## src/hdl/clock_pkg.sv

```systemverilog
package clock_pkg;

	// ----------------------------------------
	// operating mode and setup position
	// ----------------------------------------
	typedef enum logic [1:0] {
		MODE_CLOCK,	// free running time
		MODE_SETUP,	// time frozen, inc steps wall time
		MODE_ALARM	// alarm time shown and stepped
	} mode_e;

	typedef enum logic [1:0] {
		POS_SEC,
		POS_MIN,
		POS_HR
	} pos_e;

	// ----------------------------------------
	// time values
	// ----------------------------------------
	typedef logic [5:0] field_t;

	typedef struct packed {
		field_t hr;
		field_t min;
		field_t sec;
	} hms_t;

	// wrap limits, 24h form
	localparam field_t SEC_MAX = 6'd59;
	localparam field_t MIN_MAX = 6'd59;
	localparam field_t HR_MAX = 6'd23;

	// one clk wide press strobes
	typedef struct packed {
		logic mode;
		logic pos;
		logic inc;
		logic alarm;
	} key_evt_t;

endpackage

```

## src/hdl/disp_pkg.sv

```systemverilog
package disp_pkg;

	localparam int NUM_DIGITS = 6;

	// bit 6 is segment a, bit 0 is segment g
	typedef logic [6:0] seg_t;

	localparam seg_t SEG_BLANK = 7'b000_0000;

	function automatic seg_t digit_to_seg(input logic [3:0] digit);
		case (digit)
			4'd0: return 7'b111_1110;
			4'd1: return 7'b011_0000;
			4'd2: return 7'b110_1101;
			4'd3: return 7'b111_1001;
			4'd4: return 7'b011_0011;
			4'd5: return 7'b101_1011;
			4'd6: return 7'b101_1111;
			4'd7: return 7'b111_0000;
			4'd8: return 7'b111_1111;
			4'd9: return 7'b111_0011;
			default: return SEG_BLANK;	// not a decimal digit
		endcase
	endfunction

endpackage

```

## src/hdl/tick_gen.sv

```systemverilog
module tick_gen #(
	parameter int DIV = 2
) (
	input  logic clk,
	input  logic rst_n,
	output logic o_tick
);

	localparam int CW = (DIV > 1) ? $clog2(DIV) : 1;

	logic [CW-1:0] cnt;

	always_ff @(posedge clk or negedge rst_n) begin
		if (rst_n == 1'b0) begin
			cnt <= CW'(DIV - 1);
		end else if (cnt == '0) begin
			cnt <= CW'(DIV - 1);	// reload
		end else begin
			cnt <= cnt - 1'b1;
		end
	end

	assign o_tick = (cnt == '0);

	// back to back strobes would mean DIV below 2
	a_div_min: assert property (@(posedge clk) disable iff (rst_n == 1'b0)
		o_tick |=> !o_tick);

endmodule

```

## src/hdl/key_ctrl.sv

```systemverilog
module key_ctrl (
	input  logic                clk,
	input  logic                rst_n,
	input  logic                i_key_tick,
	input  logic                i_key_mode,
	input  logic                i_key_pos,
	input  logic                i_key_inc,
	input  logic                i_key_alarm,
	output clock_pkg::key_evt_t o_evt,
	output clock_pkg::mode_e    o_mode,
	output clock_pkg::pos_e     o_pos,
	output logic                o_alarm_en
);

	clock_pkg::key_evt_t key_lvl;
	clock_pkg::key_evt_t smp1;	// latest sample
	clock_pkg::key_evt_t smp2;	// sample one key tick older
	clock_pkg::key_evt_t press;

	assign key_lvl = {i_key_mode, i_key_pos, i_key_inc, i_key_alarm};

	// ----------------------------------------
	// sampling and edge detect
	// ----------------------------------------
	always_ff @(posedge clk or negedge rst_n) begin
		if (rst_n == 1'b0) begin
			smp1 <= '0;
			smp2 <= '0;
		end else if (i_key_tick) begin
			smp1 <= key_lvl;
			smp2 <= smp1;
		end
	end

	// low then high across two samples
	assign press = i_key_tick ? (smp1 & ~smp2) : '0;

	always_ff @(posedge clk or negedge rst_n) begin
		if (rst_n == 1'b0) begin
			o_evt <= '0;
		end else begin
			o_evt <= press;
		end
	end

	// ----------------------------------------
	// mode, position, alarm enable
	// ----------------------------------------
	always_ff @(posedge clk or negedge rst_n) begin
		if (rst_n == 1'b0) begin
			o_mode <= clock_pkg::MODE_CLOCK;
		end else if (press.mode) begin
			case (o_mode)
				clock_pkg::MODE_CLOCK: o_mode <= clock_pkg::MODE_SETUP;
				clock_pkg::MODE_SETUP: o_mode <= clock_pkg::MODE_ALARM;
				default:               o_mode <= clock_pkg::MODE_CLOCK;
			endcase
		end
	end

	always_ff @(posedge clk or negedge rst_n) begin
		if (rst_n == 1'b0) begin
			o_pos <= clock_pkg::POS_SEC;
		end else if (press.pos) begin
			case (o_pos)
				clock_pkg::POS_SEC: o_pos <= clock_pkg::POS_MIN;
				clock_pkg::POS_MIN: o_pos <= clock_pkg::POS_HR;
				default:            o_pos <= clock_pkg::POS_SEC;
			endcase
		end
	end

	always_ff @(posedge clk or negedge rst_n) begin
		if (rst_n == 1'b0) begin
			o_alarm_en <= 1'b0;
		end else if (press.alarm) begin
			o_alarm_en <= ~o_alarm_en;
		end
	end

	// a held key gives one strobe, nothing more until the next key tick
	a_one_press: assert property (@(posedge clk) disable iff (rst_n == 1'b0)
		(o_evt != '0) |=> (o_evt == '0) until i_key_tick);

endmodule

```

## src/hdl/time_core.sv

```systemverilog
module time_core (
	input  logic                clk,
	input  logic                rst_n,
	input  logic                i_sec_tick,
	input  clock_pkg::key_evt_t i_evt,
	input  clock_pkg::mode_e    i_mode,
	input  clock_pkg::pos_e     i_pos,
	input  logic                i_alarm_en,
	output clock_pkg::hms_t     o_shown,
	output logic                o_ring
);

	clock_pkg::hms_t wall;
	clock_pkg::hms_t alarm;

	// +1 with wrap at lim, no carry out
	function automatic clock_pkg::field_t step(
		input clock_pkg::field_t val,
		input clock_pkg::field_t lim
	);
		return (val >= lim) ? '0 : val + 6'd1;
	endfunction

	// ----------------------------------------
	// wall time
	// ----------------------------------------
	always_ff @(posedge clk or negedge rst_n) begin
		if (rst_n == 1'b0) begin
			wall <= '0;
		end else if (i_mode == clock_pkg::MODE_SETUP) begin
			if (i_evt.inc) begin	// frozen, only the selected field moves
				case (i_pos)
					clock_pkg::POS_SEC: wall.sec <= step(wall.sec, clock_pkg::SEC_MAX);
					clock_pkg::POS_MIN: wall.min <= step(wall.min, clock_pkg::MIN_MAX);
					default:            wall.hr  <= step(wall.hr, clock_pkg::HR_MAX);
				endcase
			end
		end else if (i_sec_tick) begin
			wall.sec <= step(wall.sec, clock_pkg::SEC_MAX);
			if (wall.sec == clock_pkg::SEC_MAX) begin
				wall.min <= step(wall.min, clock_pkg::MIN_MAX);
				if (wall.min == clock_pkg::MIN_MAX) begin
					wall.hr <= step(wall.hr, clock_pkg::HR_MAX);
				end
			end
		end
	end

	// ----------------------------------------
	// alarm time
	// ----------------------------------------
	always_ff @(posedge clk or negedge rst_n) begin
		if (rst_n == 1'b0) begin
			alarm <= '0;
		end else if (i_mode == clock_pkg::MODE_ALARM && i_evt.inc) begin
			case (i_pos)
				clock_pkg::POS_SEC: alarm.sec <= step(alarm.sec, clock_pkg::SEC_MAX);
				clock_pkg::POS_MIN: alarm.min <= step(alarm.min, clock_pkg::MIN_MAX);
				default:            alarm.hr  <= step(alarm.hr, clock_pkg::HR_MAX);
			endcase
		end
	end

	assign o_shown = (i_mode == clock_pkg::MODE_ALARM) ? alarm : wall;

	// ring latches on a match and drops once the enable goes away
	always_ff @(posedge clk or negedge rst_n) begin
		if (rst_n == 1'b0) begin
			o_ring <= 1'b0;
		end else if (wall == alarm) begin
			o_ring <= i_alarm_en;
		end else begin
			o_ring <= o_ring & i_alarm_en;
		end
	end

	a_field_range: assert property (@(posedge clk) disable iff (rst_n == 1'b0)
		wall.sec <= clock_pkg::SEC_MAX && wall.min <= clock_pkg::MIN_MAX &&
		wall.hr <= clock_pkg::HR_MAX && alarm.sec <= clock_pkg::SEC_MAX &&
		alarm.min <= clock_pkg::MIN_MAX && alarm.hr <= clock_pkg::HR_MAX);

endmodule

```

## src/hdl/seg_display.sv

```systemverilog
module seg_display (
	input  logic                            clk,
	input  logic                            rst_n,
	input  logic                            i_scan_tick,
	input  logic                            i_blink_tick,
	input  clock_pkg::hms_t                 i_shown,
	input  clock_pkg::mode_e                i_mode,
	input  clock_pkg::pos_e                 i_pos,
	output disp_pkg::seg_t                  o_seg,
	output logic [disp_pkg::NUM_DIGITS-1:0] o_seg_enb
);

	localparam int IW = $clog2(disp_pkg::NUM_DIGITS);
	localparam logic [disp_pkg::NUM_DIGITS-1:0] ENB_ONE = 1;

	clock_pkg::field_t               fld [3];	// sec, min, hr
	logic [3:0]                      digit [disp_pkg::NUM_DIGITS];
	logic [disp_pkg::NUM_DIGITS-1:0] blank;
	logic [IW-1:0]                   scan_idx;
	logic                            blink_off;	// blink phase, 1 = hidden
	logic                            hide;

	// ----------------------------------------
	// digit split and blink mask
	// ----------------------------------------
	assign fld[0] = i_shown.sec;
	assign fld[1] = i_shown.min;
	assign fld[2] = i_shown.hr;

	assign hide = blink_off && (i_mode != clock_pkg::MODE_CLOCK);

	always_comb begin
		for (int f = 0; f < 3; f++) begin
			digit[2*f]     = 4'(fld[f] % 10);	// ones
			digit[2*f + 1] = 4'(fld[f] / 10);	// tens
			blank[2*f]     = hide && (int'(i_pos) == f);
			blank[2*f + 1] = hide && (int'(i_pos) == f);
		end
	end

	always_ff @(posedge clk or negedge rst_n) begin
		if (rst_n == 1'b0) begin
			blink_off <= 1'b0;
		end else if (i_blink_tick) begin
			blink_off <= ~blink_off;
		end
	end

	// ----------------------------------------
	// scan
	// ----------------------------------------
	always_ff @(posedge clk or negedge rst_n) begin
		if (rst_n == 1'b0) begin
			scan_idx <= '0;
		end else if (i_scan_tick) begin
			if (scan_idx == IW'(disp_pkg::NUM_DIGITS - 1)) begin
				scan_idx <= '0;
			end else begin
				scan_idx <= scan_idx + 1'b1;
			end
		end
	end

	assign o_seg_enb = ~(ENB_ONE << scan_idx);	// active low common

	assign o_seg = blank[scan_idx] ? disp_pkg::SEG_BLANK :
		disp_pkg::digit_to_seg(digit[scan_idx]);

	// index past the last slot would leave all digits dark
	a_one_digit: assert property (@(posedge clk) disable iff (rst_n == 1'b0)
		$onehot(~o_seg_enb));

endmodule

```

## src/hdl/melody_buzz.sv

```systemverilog
module melody_buzz #(
	parameter int TONE_SHIFT = 3
) (
	input  logic clk,
	input  logic rst_n,
	input  logic i_beat_tick,
	input  logic i_ring,
	output logic o_buzz
);

	// half-periods in clk cycles at 50 MHz
	typedef enum logic [16:0] {
		E4  = 17'd75843,
		F4  = 17'd71587,
		G4  = 17'd63777,
		A4  = 17'd56818,
		B4  = 17'd50619,
		C5  = 17'd47778,
		D5  = 17'd42566,
		E5  = 17'd37922,
		F5  = 17'd35793,
		FS5 = 17'd33785,
		G5  = 17'd31888,
		A5  = 17'd28409,
		B5  = 17'd25310
	} note_e;

	logic [3:0]  beat_idx;
	logic [16:0] half_per;
	logic [16:0] tone_cnt;

	// opening phrase of the melody
	function automatic note_e note_at(input logic [3:0] idx);
		case (idx)
			4'd0:    return E4;
			4'd1:    return A4;
			4'd2:    return C5;
			4'd3,
			4'd4,
			4'd5:    return E5;
			4'd6:    return D5;
			4'd7:    return C5;
			4'd8:    return B4;
			4'd9,
			4'd10,
			4'd11:   return C5;
			4'd12:   return A4;
			4'd13:   return C5;
			4'd14:   return E5;
			default: return A5;
		endcase
	endfunction

	assign half_per = note_at(beat_idx) >> TONE_SHIFT;

	always_ff @(posedge clk or negedge rst_n) begin
		if (rst_n == 1'b0) begin
			beat_idx <= '0;
			tone_cnt <= '0;
			o_buzz   <= 1'b0;
		end else if (!i_ring) begin	// silent, restart melody next time
			beat_idx <= '0;
			tone_cnt <= '0;
			o_buzz   <= 1'b0;
		end else begin
			if (i_beat_tick) begin
				beat_idx <= beat_idx + 4'd1;	// 16 notes, wraps
			end
			if (tone_cnt + 17'd1 >= half_per) begin
				tone_cnt <= '0;
				o_buzz   <= ~o_buzz;
			end else begin
				tone_cnt <= tone_cnt + 17'd1;
			end
		end
	end

endmodule

```

## src/hdl/clock_top.sv

```systemverilog
module clock_top #(
	parameter int SEC_DIV    = 50_000_000,
	parameter int KEY_DIV    = 500_000,
	parameter int SCAN_DIV   = 2_500,
	parameter int BLINK_DIV  = 12_500_000,
	parameter int BEAT_DIV   = 12_500_000,
	parameter int TONE_SHIFT = 3
) (
	input  logic                            clk,
	input  logic                            rst_n,
	input  logic                            i_key_mode,
	input  logic                            i_key_pos,
	input  logic                            i_key_inc,
	input  logic                            i_key_alarm,
	output disp_pkg::seg_t                  o_seg,
	output logic [disp_pkg::NUM_DIGITS-1:0] o_seg_enb,
	output logic                            o_buzz
);

	logic                sec_tick;
	logic                key_tick;
	logic                scan_tick;
	logic                blink_tick;
	logic                beat_tick;
	clock_pkg::key_evt_t evt;
	clock_pkg::mode_e    mode;
	clock_pkg::pos_e     pos;
	logic                alarm_en;
	clock_pkg::hms_t     shown;
	logic                ring;

	// ----------------------------------------
	// strobes
	// ----------------------------------------
	tick_gen #(.DIV(SEC_DIV))   u_sec_tick   (.clk(clk), .rst_n(rst_n), .o_tick(sec_tick));
	tick_gen #(.DIV(KEY_DIV))   u_key_tick   (.clk(clk), .rst_n(rst_n), .o_tick(key_tick));
	tick_gen #(.DIV(SCAN_DIV))  u_scan_tick  (.clk(clk), .rst_n(rst_n), .o_tick(scan_tick));
	tick_gen #(.DIV(BLINK_DIV)) u_blink_tick (.clk(clk), .rst_n(rst_n), .o_tick(blink_tick));
	tick_gen #(.DIV(BEAT_DIV))  u_beat_tick  (.clk(clk), .rst_n(rst_n), .o_tick(beat_tick));

	// ----------------------------------------
	// blocks
	// ----------------------------------------
	key_ctrl u_key_ctrl (
		.clk         (clk),
		.rst_n       (rst_n),
		.i_key_tick  (key_tick),
		.i_key_mode  (i_key_mode),
		.i_key_pos   (i_key_pos),
		.i_key_inc   (i_key_inc),
		.i_key_alarm (i_key_alarm),
		.o_evt       (evt),
		.o_mode      (mode),
		.o_pos       (pos),
		.o_alarm_en  (alarm_en)
	);

	time_core u_time_core (
		.clk        (clk),
		.rst_n      (rst_n),
		.i_sec_tick (sec_tick),
		.i_evt      (evt),
		.i_mode     (mode),
		.i_pos      (pos),
		.i_alarm_en (alarm_en),
		.o_shown    (shown),
		.o_ring     (ring)
	);

	seg_display u_seg_display (
		.clk          (clk),
		.rst_n        (rst_n),
		.i_scan_tick  (scan_tick),
		.i_blink_tick (blink_tick),
		.i_shown      (shown),
		.i_mode       (mode),
		.i_pos        (pos),
		.o_seg        (o_seg),
		.o_seg_enb    (o_seg_enb)
	);

	melody_buzz #(.TONE_SHIFT(TONE_SHIFT)) u_melody_buzz (
		.clk         (clk),
		.rst_n       (rst_n),
		.i_beat_tick (beat_tick),
		.i_ring      (ring),
		.o_buzz      (o_buzz)
	);

endmodule

```

## config.mk

```make
export PLATFORM = sky130hd
export DESIGN_NAME = clock_top
export DESIGN_NICKNAME = d
export VERILOG_FILES = /design/src/hdl/clock_pkg.sv /design/src/hdl/disp_pkg.sv /design/src/hdl/tick_gen.sv /design/src/hdl/key_ctrl.sv /design/src/hdl/time_core.sv /design/src/hdl/seg_display.sv /design/src/hdl/melody_buzz.sv /design/src/hdl/clock_top.sv
export SDC_FILE = /design/constraint.sdc
export NUM_CORES = 1
export LEC_CHECK = 0
export ABC_CLOCK_PERIOD_IN_PS = 6100
export BUFFER_PORTS_ARGS = -buffer_cell sky130_fd_sc_hd__buf_2
export CAP_MARGIN = 20
export CORE_ASPECT_RATIO = 2
export CORE_MARGIN = 2
export CORE_UTILIZATION = 58
export CTS_BUF_LIST = sky130_fd_sc_hd__clkbuf_8 sky130_fd_sc_hd__clkbuf_16
export CTS_CLUSTER_SIZE = 14
export DETAILED_ROUTE_END_ITERATION = 8
export GPL_ROUTABILITY_DRIVEN = 0
export HOLD_SLACK_MARGIN = 0.12
export PLACE_DENSITY = 0.77
export SYNTH_ARGS = -nofsm -noshare
export SYNTH_HDL_FRONTEND = slang
export SYNTH_SLANG_ARGS = --single-unit
```

## constraint.sdc

```tcl
create_clock -name clk -period 6.1 [get_ports clk]
set_input_delay 1.22 -clock clk [delete_from_list [all_inputs] [get_ports clk]]
set_output_delay 1.22 -clock clk [all_outputs]
set_load 0.01 [all_outputs]
```

==> metrics.txt, run 1 <==
die height just over 200 um; Seq/Total Area, Yosys 40.3%; antenna violations before repair 0; max-cap viol count 0; Clock Sinks 182; Slowest-stage cell, CP dfrtp_1; most common cell after layout, fill and taps aside nand2_1; post-synth top area share 25.0%; FF-to-FF path depth 10; Via density 6.05; Net Sw Frac 21.8%; final setup vio count 7; met1 Usage GRT 27.2%; Post-synth EDFFs 0; worst min-delay path category register to register; met3 track demand over resource ~4.3%; Setup CP Type register to primary output; Max Transition Viols Final 0; Clock Skew 0.0100 ns; family with the most delay on the worst path simple AND/OR/NAND/NOR gates; hold path depth 1; clock buffer count from CTS 17; Seq pwr share between 50% and 60%; largest net degree at the start of global routing 102; Core Area between 0.015 and 0.02 sq mm; Top Ports 20; Mapped Cells 1288; fin nets 1395; worst skew pair latency 0.44 ns; Initial Util between 50% and 60%; Ant. Diodes 0; NetSw 0.511 mW; placed wire-length estimate roughly 19000 um; most used routing layer met2; Relative slew margins 39.9%; Final Hold Fails 0; top cells by area, synth dfrtp_1, dfstp_2, ha_1; flop2flop setup slack 2.16 ns; setup ws final -0.303 ns; overall routing resource usage 26.0%; Antenna Violating Nets Remaining 0; Critical Path End Type primary output; WL per Instance 16.8 um; CP required 4.88 ns; cell area after synthesis 0.0115 sq mm; pwr dens 178 mW/mm^2; M2 GR Usage 49.1%; min-delay src u_key_ctrl.smp2[1]; Logic pwr share 1.2%; slowest cell delay on critical path 0.40 ns; layout cell share with drive strength beyond 1 19.7%; Worst VDD drop slightly above 0.0002 V; Vias 9723; FFs w/ async S/R, synth between 90% and 100%; Final Hold Slack between 0.4 and 0.5 ns; Distinct cells, synth 84; CP Cell Sequence nand2b_4 -> mux2i_4 -> inv_2 -> ha_4 -> inv_2 -> o211ai_1 -> ha_1 -> o32a_1 -> and2_4 -> or3_4 -> or4_1 -> a311o_1 -> mux2i_1 -> a32oi_2 -> buf_4 -> buf_6 -> ha_4 -> nand3b_1 -> a31oi_2 -> buf_2; final core occ 67.8%; WL final 26900 um; RSZ-0062 raised after global routing true; status finished, violations left; DRT iter0 DRCs ~500; Ys Warns 0; CTS clk-pin slew, worst paths 0.07 ns; synthesized area per cell 8.93 sq um; CTS max path bufs 2; Yosys reg bits 182; largest area contributor in the netlist dfrtp_1; Fill cells 1532; period utilization 105%; Max Clock Freq roughly 160 MHz; failing checks negative setup slack; area grow syn2layout 14.2%; gr ovfl total 0; worst path bufs/invs 5; RR Endpoint u_time_core.wall[15]; vias in the first global route 9797; Int Pwr 1.83 mW; CTS tree built; clock power share 47.1%; Least-Margin Pin Slew 0.901 ns; Synth Flop Type dfrtp_1; first-pass GRT wire length 45200 um; most frequent cells in the layout nand2_1, dfrtp_1, nor2_1; H-tree levels 4; Pre-antenna DRT Iters 7; worst-path fanout max 4; RR Startpoint u_sec_tick.cnt[6]; Endpoint, Worst Hold u_key_ctrl.o_evt[1]; Root Buffer clkbuf_16; Port Buffers 19; DR DRC count 0; row cnt 72; die area 0.0210 sq mm; leakage roughly 5.6 nW; post-layout minimum cycle time 6.40 ns; Die X 104 um; Worst Path Arrival roughly 5.2 ns; Critical Path Start Type register
==> cell usage after synthesis, types with 10 or more instances <==
cell      count
a21oi_1      48
nor3_1       46
mux2_2       15
or4_1        12
and3_1       15
clkbuf_1     41
nor2b_1      31
o21ai_0      73
a21o_1       19
dfrtp_1     115
nand3b_1     10
o31ai_1      19
or3_1        25
ha_1         55
dfstp_2      67
xor2_1       47
inv_1        56
nand3_1      47
nor4_1       27
nand2_1     151
or2_2        10
nand2b_1     27
xnor2_1      59
nor2_1      103
a31oi_1      13
mux2i_1      16
==> state kept, by name, indices dropped and copies added (netlist names) <==
signal	cells
u_beat_tick.cnt	24
u_blink_tick.cnt	24
u_key_ctrl.o_alarm_en	1
u_key_ctrl.o_evt	1
u_key_ctrl.o_mode	2
u_key_ctrl.o_pos	2
u_key_ctrl.smp1	4
u_key_ctrl.smp2	4
u_key_tick.cnt	19
u_melody_buzz.beat_idx	4
u_melody_buzz.o_buzz	1
u_melody_buzz.tone_cnt	17
u_scan_tick.cnt	12
u_sec_tick.cnt	26
u_seg_display.blink_off	1
u_seg_display.scan_idx	3
u_time_core.alarm	18
u_time_core.o_ring	1
u_time_core.wall	18
==> repair_timing <==
| action | in CTS | in global routing |
|---|---|---|
| cloned | 0 | 1 |
| pin swaps | 17 | 26 |
| resized for setup | 27 | 47 |
| endpoints found under the setup margin | 7 | 7 |
| buffers inserted | 26 | 6 |
| hold buffers | 0 | 0 |
==> worst max path at each step <==
stage	startpoint	to	slack (ns)	cells past startpoint
2_1_floorplan	u_key_ctrl.o_mode[1]	o_seg[3]	0.06	19
3_3_place_gp	u_key_ctrl.o_mode[0]	o_seg[1]	0.04	20
3_5_place_dp	u_key_ctrl.o_mode[0]	o_seg[1]	-0.07	20
4_1_cts	u_key_ctrl.o_mode[0]	o_seg[3]	-0.21	19
5_1_grt	u_key_ctrl.o_mode[0]	o_seg[6]	-0.48	20
6_report	u_key_ctrl.o_mode[0]	o_seg[3]	-0.30	20
==> through the flow <==
stage | cell area, sq um | cells | TNS (ns) | setup WS [ns] | power, mW
final | 13100 | 1606 | -1.38 | -0.303 | 2.34
after global routing | 13100 | 1606 | -2.59 | -0.481 | 2.42
after CTS | 12900 | 1600 | -0.546 | -0.209 | 2.37
after detailed placement | 12000 | 1542 | -0.135 | -0.0682 | 1.26
after global placement | 12000 | 1542 | 0 | 0.0408 | 1.26
after floorplan | 11500 | 1290 | 0 | 0.0607 | 1.24
==> layer usage <==
| metal | vias up | part of all wire [%] |
|---|---|---|
| met5 | - | 0 |
| met4 | 0 | 5.1 |
| met3 | 113 | 3.7 |
| met2 | 278 | 54 |
| met1 | 4687 | 37 |
| li1 | 4645 | - |
==> final cells by class <==
cell class,instances,area (sq um),area share [%]
clock inverters,14,151,1.15
clock buffers,18,439,3.34
flip-flops and latches,182,4640,35.3
well taps,259,324,2.47
inverters,57,214,1.63
repair buffers,78,582,4.43
multi-input cells,998,6790,51.7
==> worst register-to-register path, cell delays in order (launching register included) <==
cell and delay, ns:
dfstp_2 0.38, or3_1 0.43, nor4_1 0.26, nand2_1 0.22
or2_2 0.41, nor3_2 0.61, nand4_1 0.25, o32ai_2 0.74
nand2_1 0.16, or3_1 0.33, o21ai_0 0.07
==> power by group through the flow <==
stage | sequential, mW | combinational (mW) | clock (mW)
2_1_floorplan | 1.23 | 0.00224 | 0
3_3_place_gp | 1.23 | 0.0289 | 0
3_5_place_dp | 1.23 | 0.0292 | 0
4_1_cts | 1.21 | 0.0293 | 1.13
5_1_grt | 1.21 | 0.0331 | 1.17
6_report | 1.21 | 0.0274 | 1.10
==> cells by family (layout without fill, tap and decap cells) <==
kind of cell / after synthesis / after routing / synth area share [%]
compound gates: 256 / 257 / 14.8
fa+ha+maj: 55 / 55 / 5.98
buf+inv: 111 / 167 / 3.83
xor+xnor: 106 / 106 / 8.07
mux: 35 / 35 / 3.33
simple gates: 542 / 542 / 23.6
other cells: 1 / 3 / 0.0326
flops: 182 / 182 / 40.3
No activity file was read; power rests on OpenSTA's default activity.
==> inputs of run 2 (changes only) <==
--- a/config.mk
+++ b/config.mk
@@ -8,10 +8,8 @@
 export ABC_CLOCK_PERIOD_IN_PS = 6100
 export BUFFER_PORTS_ARGS = -buffer_cell sky130_fd_sc_hd__buf_2
 export CAP_MARGIN = 20
-export CORE_ASPECT_RATIO = 2
 export CORE_MARGIN = 2
 export CORE_UTILIZATION = 58
-export CTS_BUF_LIST = sky130_fd_sc_hd__clkbuf_8 sky130_fd_sc_hd__clkbuf_16
 export CTS_CLUSTER_SIZE = 14
 export DETAILED_ROUTE_END_ITERATION = 8
 export GPL_ROUTABILITY_DRIVEN = 0
==> run 2 against run 1 <==
  * The run still ends with negative setup slack left
  * Clock skew rose by 0.0081 ns
  * Combinational power hardly changed
  * First-iteration DRC count is 64% higher
  * Die area decreased by 0.33%
  * Sequential share of layout area up 0.45 points
  * Non-clock buffer count is 5 lower
  * Worst hold slack lost 0.012 ns
  * Routed wire length down 9.1%
  * Critical path type unchanged
  * Largest cell class unchanged
  * Highest routed layer unchanged
==> metrics.txt, run 2 (synthesized netlist as in run 1, its figures left out) <==
area grow syn2layout 12.8% (was 14.2%); Antenna Violating Nets Remaining 0 (unchanged); Clock Skew 0.0181 ns (was 0.0100 ns); most flop-heavy register u_sec_tick.cnt (unchanged); RR Startpoint u_sec_tick.cnt[6] (unchanged); Port Buffers 19 (unchanged); worst skew pair latency 0.45 ns (was 0.44 ns); Final Hold Fails 0 (unchanged); Via density 5.92 (was 6.05); DR DRC count 0 (unchanged); Critical Path Start Type register (unchanged); max-cap viol count 0 (unchanged); CTS tree built (unchanged); leakage 5.55 nW (was 5.57 nW); Final Hold Slack 0.441 ns (was 0.453 ns); largest net degree at the start of global routing 78 (was 102); Fill cells 1535 (was 1532); Initial Util 59.1% (was 59.4%); Core Area 0.0195 sq mm (was 0.0194 sq mm); Clock Sinks 182 (unchanged); post-layout minimum cycle time 6.35 ns (was 6.40 ns); Seq pwr share 51.3% (was 51.7%); Placed Cells incl. Taps 1546 (was 1542); Worst Path Arrival 5.13 ns (was 5.18 ns); H-tree levels 4 (unchanged); clock power share 47.5% (was 47.1%); Max Transition Viols Final 0 (unchanged); Max Clock Freq 158 MHz (was 156 MHz); Vias 9509 (was 9723); Relative slew margins 53.2% (was 39.9%); Int Pwr 1.78 mW (was 1.83 mW); Critical Path End o_seg[2] (was o_seg[3]); most common cell after layout, fill and taps aside nand2_1 (unchanged); # hold bufs at CTS 0 (unchanged); layout cell share with drive strength beyond 1 18.2% (was 19.7%); CP startpoint u_key_ctrl.o_mode[1] (was u_key_ctrl.o_mode[0]); gr ovfl total 0 (unchanged); antenna violations before repair 0 (unchanged); Top Ports 20 (unchanged); first-pass GRT wire length 41100 um (was 45200 um); RR Endpoint u_time_core.wall[15] (unchanged); setup ws final -0.247 ns (was -0.303 ns); M2 GR Usage 40.0% (was 49.1%); Root Buffer clkbuf_16 (unchanged); Worst VDD drop 0.000187 V (was 0.000207 V); final setup vio count 7 (unchanged); Pre-antenna DRT Iters 5 (was 7); period utilization 104% (was 105%); RSZ-0062 raised after global routing true (unchanged); Regs by FF count u_sec_tick.cnt: 26 flops, u_beat_tick.cnt: 24 flops, u_blink_tick.cnt: 24 flops (unchanged); Least-Margin Pin Slew 0.697 ns (was 0.901 ns); worst min-delay path category register to register (unchanged); met1 Usage GRT 32.7% (was 27.2%); CTS max path bufs 2 (unchanged); Die X 145 um (was 104 um); total power 2.36 mW (was 2.34 mW); vias in the first global route 8955 (was 9797); row cnt 51 (was 72); Setup CP Type register to primary output (unchanged); DRT iter0 DRCs 822 (was 501); status finished, violations left (unchanged); flop2flop setup slack 2.33 ns (was 2.16 ns); placed wire-length estimate 16500 um (was 18700 um); die area 0.0210 sq mm (about the same); CTS clk-pin slew, worst paths 0.08 ns (was 0.07 ns); Logic pwr share 1.2% (about the same); max reg flops 26 (unchanged); overall routing resource usage 24.1% (was 26.0%); most frequent cells in the layout nand2_1, dfrtp_1, nor2_1 (unchanged); final core occ 66.7% (was 67.8%); pwr dens 182 mW/mm^2 (was 178 mW/mm^2); CP required 4.88 ns (about the same); failing checks negative setup slack (unchanged); post-route non-filler standard cell count 1607 (was 1606); die height 145 um (was 203 um); hold path depth 1 (unchanged); WL per Instance 15.2 um (was 16.8 um); worst-path fanout max 5 (was 4); Net Sw Frac 24.8% (was 21.8%); NetSw 0.586 mW (was 0.511 mW); fin nets 1390 (was 1395); FF-to-FF path depth 10 (unchanged); WL final 24500 um (was 26900 um); clock buffer count from CTS 17 (unchanged); Ant. Diodes 0 (unchanged); most used routing layer met2 (unchanged); met3 track demand over resource 4.11% (was 4.28%); Critical Path End Type primary output (unchanged)
-- run 2: changes by cell type in the layout (fill, tap and decap cells not counted), moves of 3 or more --
cell / delta
ha_4: -5
buf_6: -5
clkinv_8: +5
clkinvlp_4: -3
clkinv_2: -3
ha_1: +4
inv_8: +4
-- run 2: area by class of cell --
type / instances / area (sq um) / area share [%]
inverters: 57 / 214 / 1.65
multi-input cells: 998 / 6650 / 51.2
clock inverters: 15 / 188 / 1.45
repair buffers: 73 / 533 / 4.11
clock buffers: 17 / 425 / 3.28
flip-flops and latches: 182 / 4640 / 35.8
well taps: 265 / 332 / 2.55
-- run 2: how the worst min path moves through the flow --
stage | to | start
floorplan | u_key_ctrl.o_evt[1] | u_key_ctrl.smp2[1]
global placement | u_key_ctrl.o_evt[1] | u_key_ctrl.smp2[1]
detailed placement | u_key_ctrl.o_evt[1] | u_key_ctrl.smp2[1]
CTS | u_key_ctrl.o_evt[1] | u_key_ctrl.smp2[1]
global route | u_sec_tick.cnt[0] | u_sec_tick.cnt[0]
finish | u_key_ctrl.o_evt[1] | u_key_ctrl.smp2[1]
-- run 2: worst max-delay path, stage by stage (launching register included) --
cell and delay, ns:
dfrtp_2 0.44, nand2b_4 0.12, mux2i_4 0.24, inv_2 0.08
ha_4 0.16, inv_2 0.04, o211ai_1 0.11, ha_1 0.34
o32a_1 0.38, and2_4 0.17, or3_4 0.35, or4_4 0.42
a311o_1 0.43, buf_4 0.17, mux2_4 0.32, a41oi_4 0.34
buf_6 0.17, nand3_2 0.06, a31oi_1 0.19, buf_2 0.16
-- run 2: per-layer routing --
| metal | wire, um | share of wire [%] |
|---|---|---|
| met5 | 0 | 0 |
| met4 | 348 | 1.4 |
| met3 | 1020 | 4.2 |
| met2 | 11700 | 48 |
| met1 | 11400 | 47 |
-- run 2: power by group through the flow --
stage                     clock network (mW)  logic (mW)  registers, mW
final                                   1.12      0.0276           1.21
after global routing                    1.20      0.0336           1.21
after CTS                               1.15      0.0295           1.21
after detailed placement                   0      0.0295           1.23
after global placement                     0      0.0291           1.23
after floorplan                            0     0.00224           1.23
-- run 2: per-stage QoR --
stage | setup WS [ns] | TNS [ns] | cell area, sq um
CTS | -0.246 | -0.874 | 12800
global route | -0.357 | -2.34 | 13000
detailed placement | -0.0164 | -0.0290 | 11900
finish | -0.247 | -1.50 | 13000
global placement | 0.139 | 0 | 11900
floorplan | 0.0607 | 0 | 11500
-- run 2: timing repair --
action / 4_1_cts / 5_1_grt
resized for setup: 18 / 29
buffers inserted: 24 / 6
setup endpoints to repair: 7 / 7
pin swaps: 18 / 21
gates cloned: 0 / 1
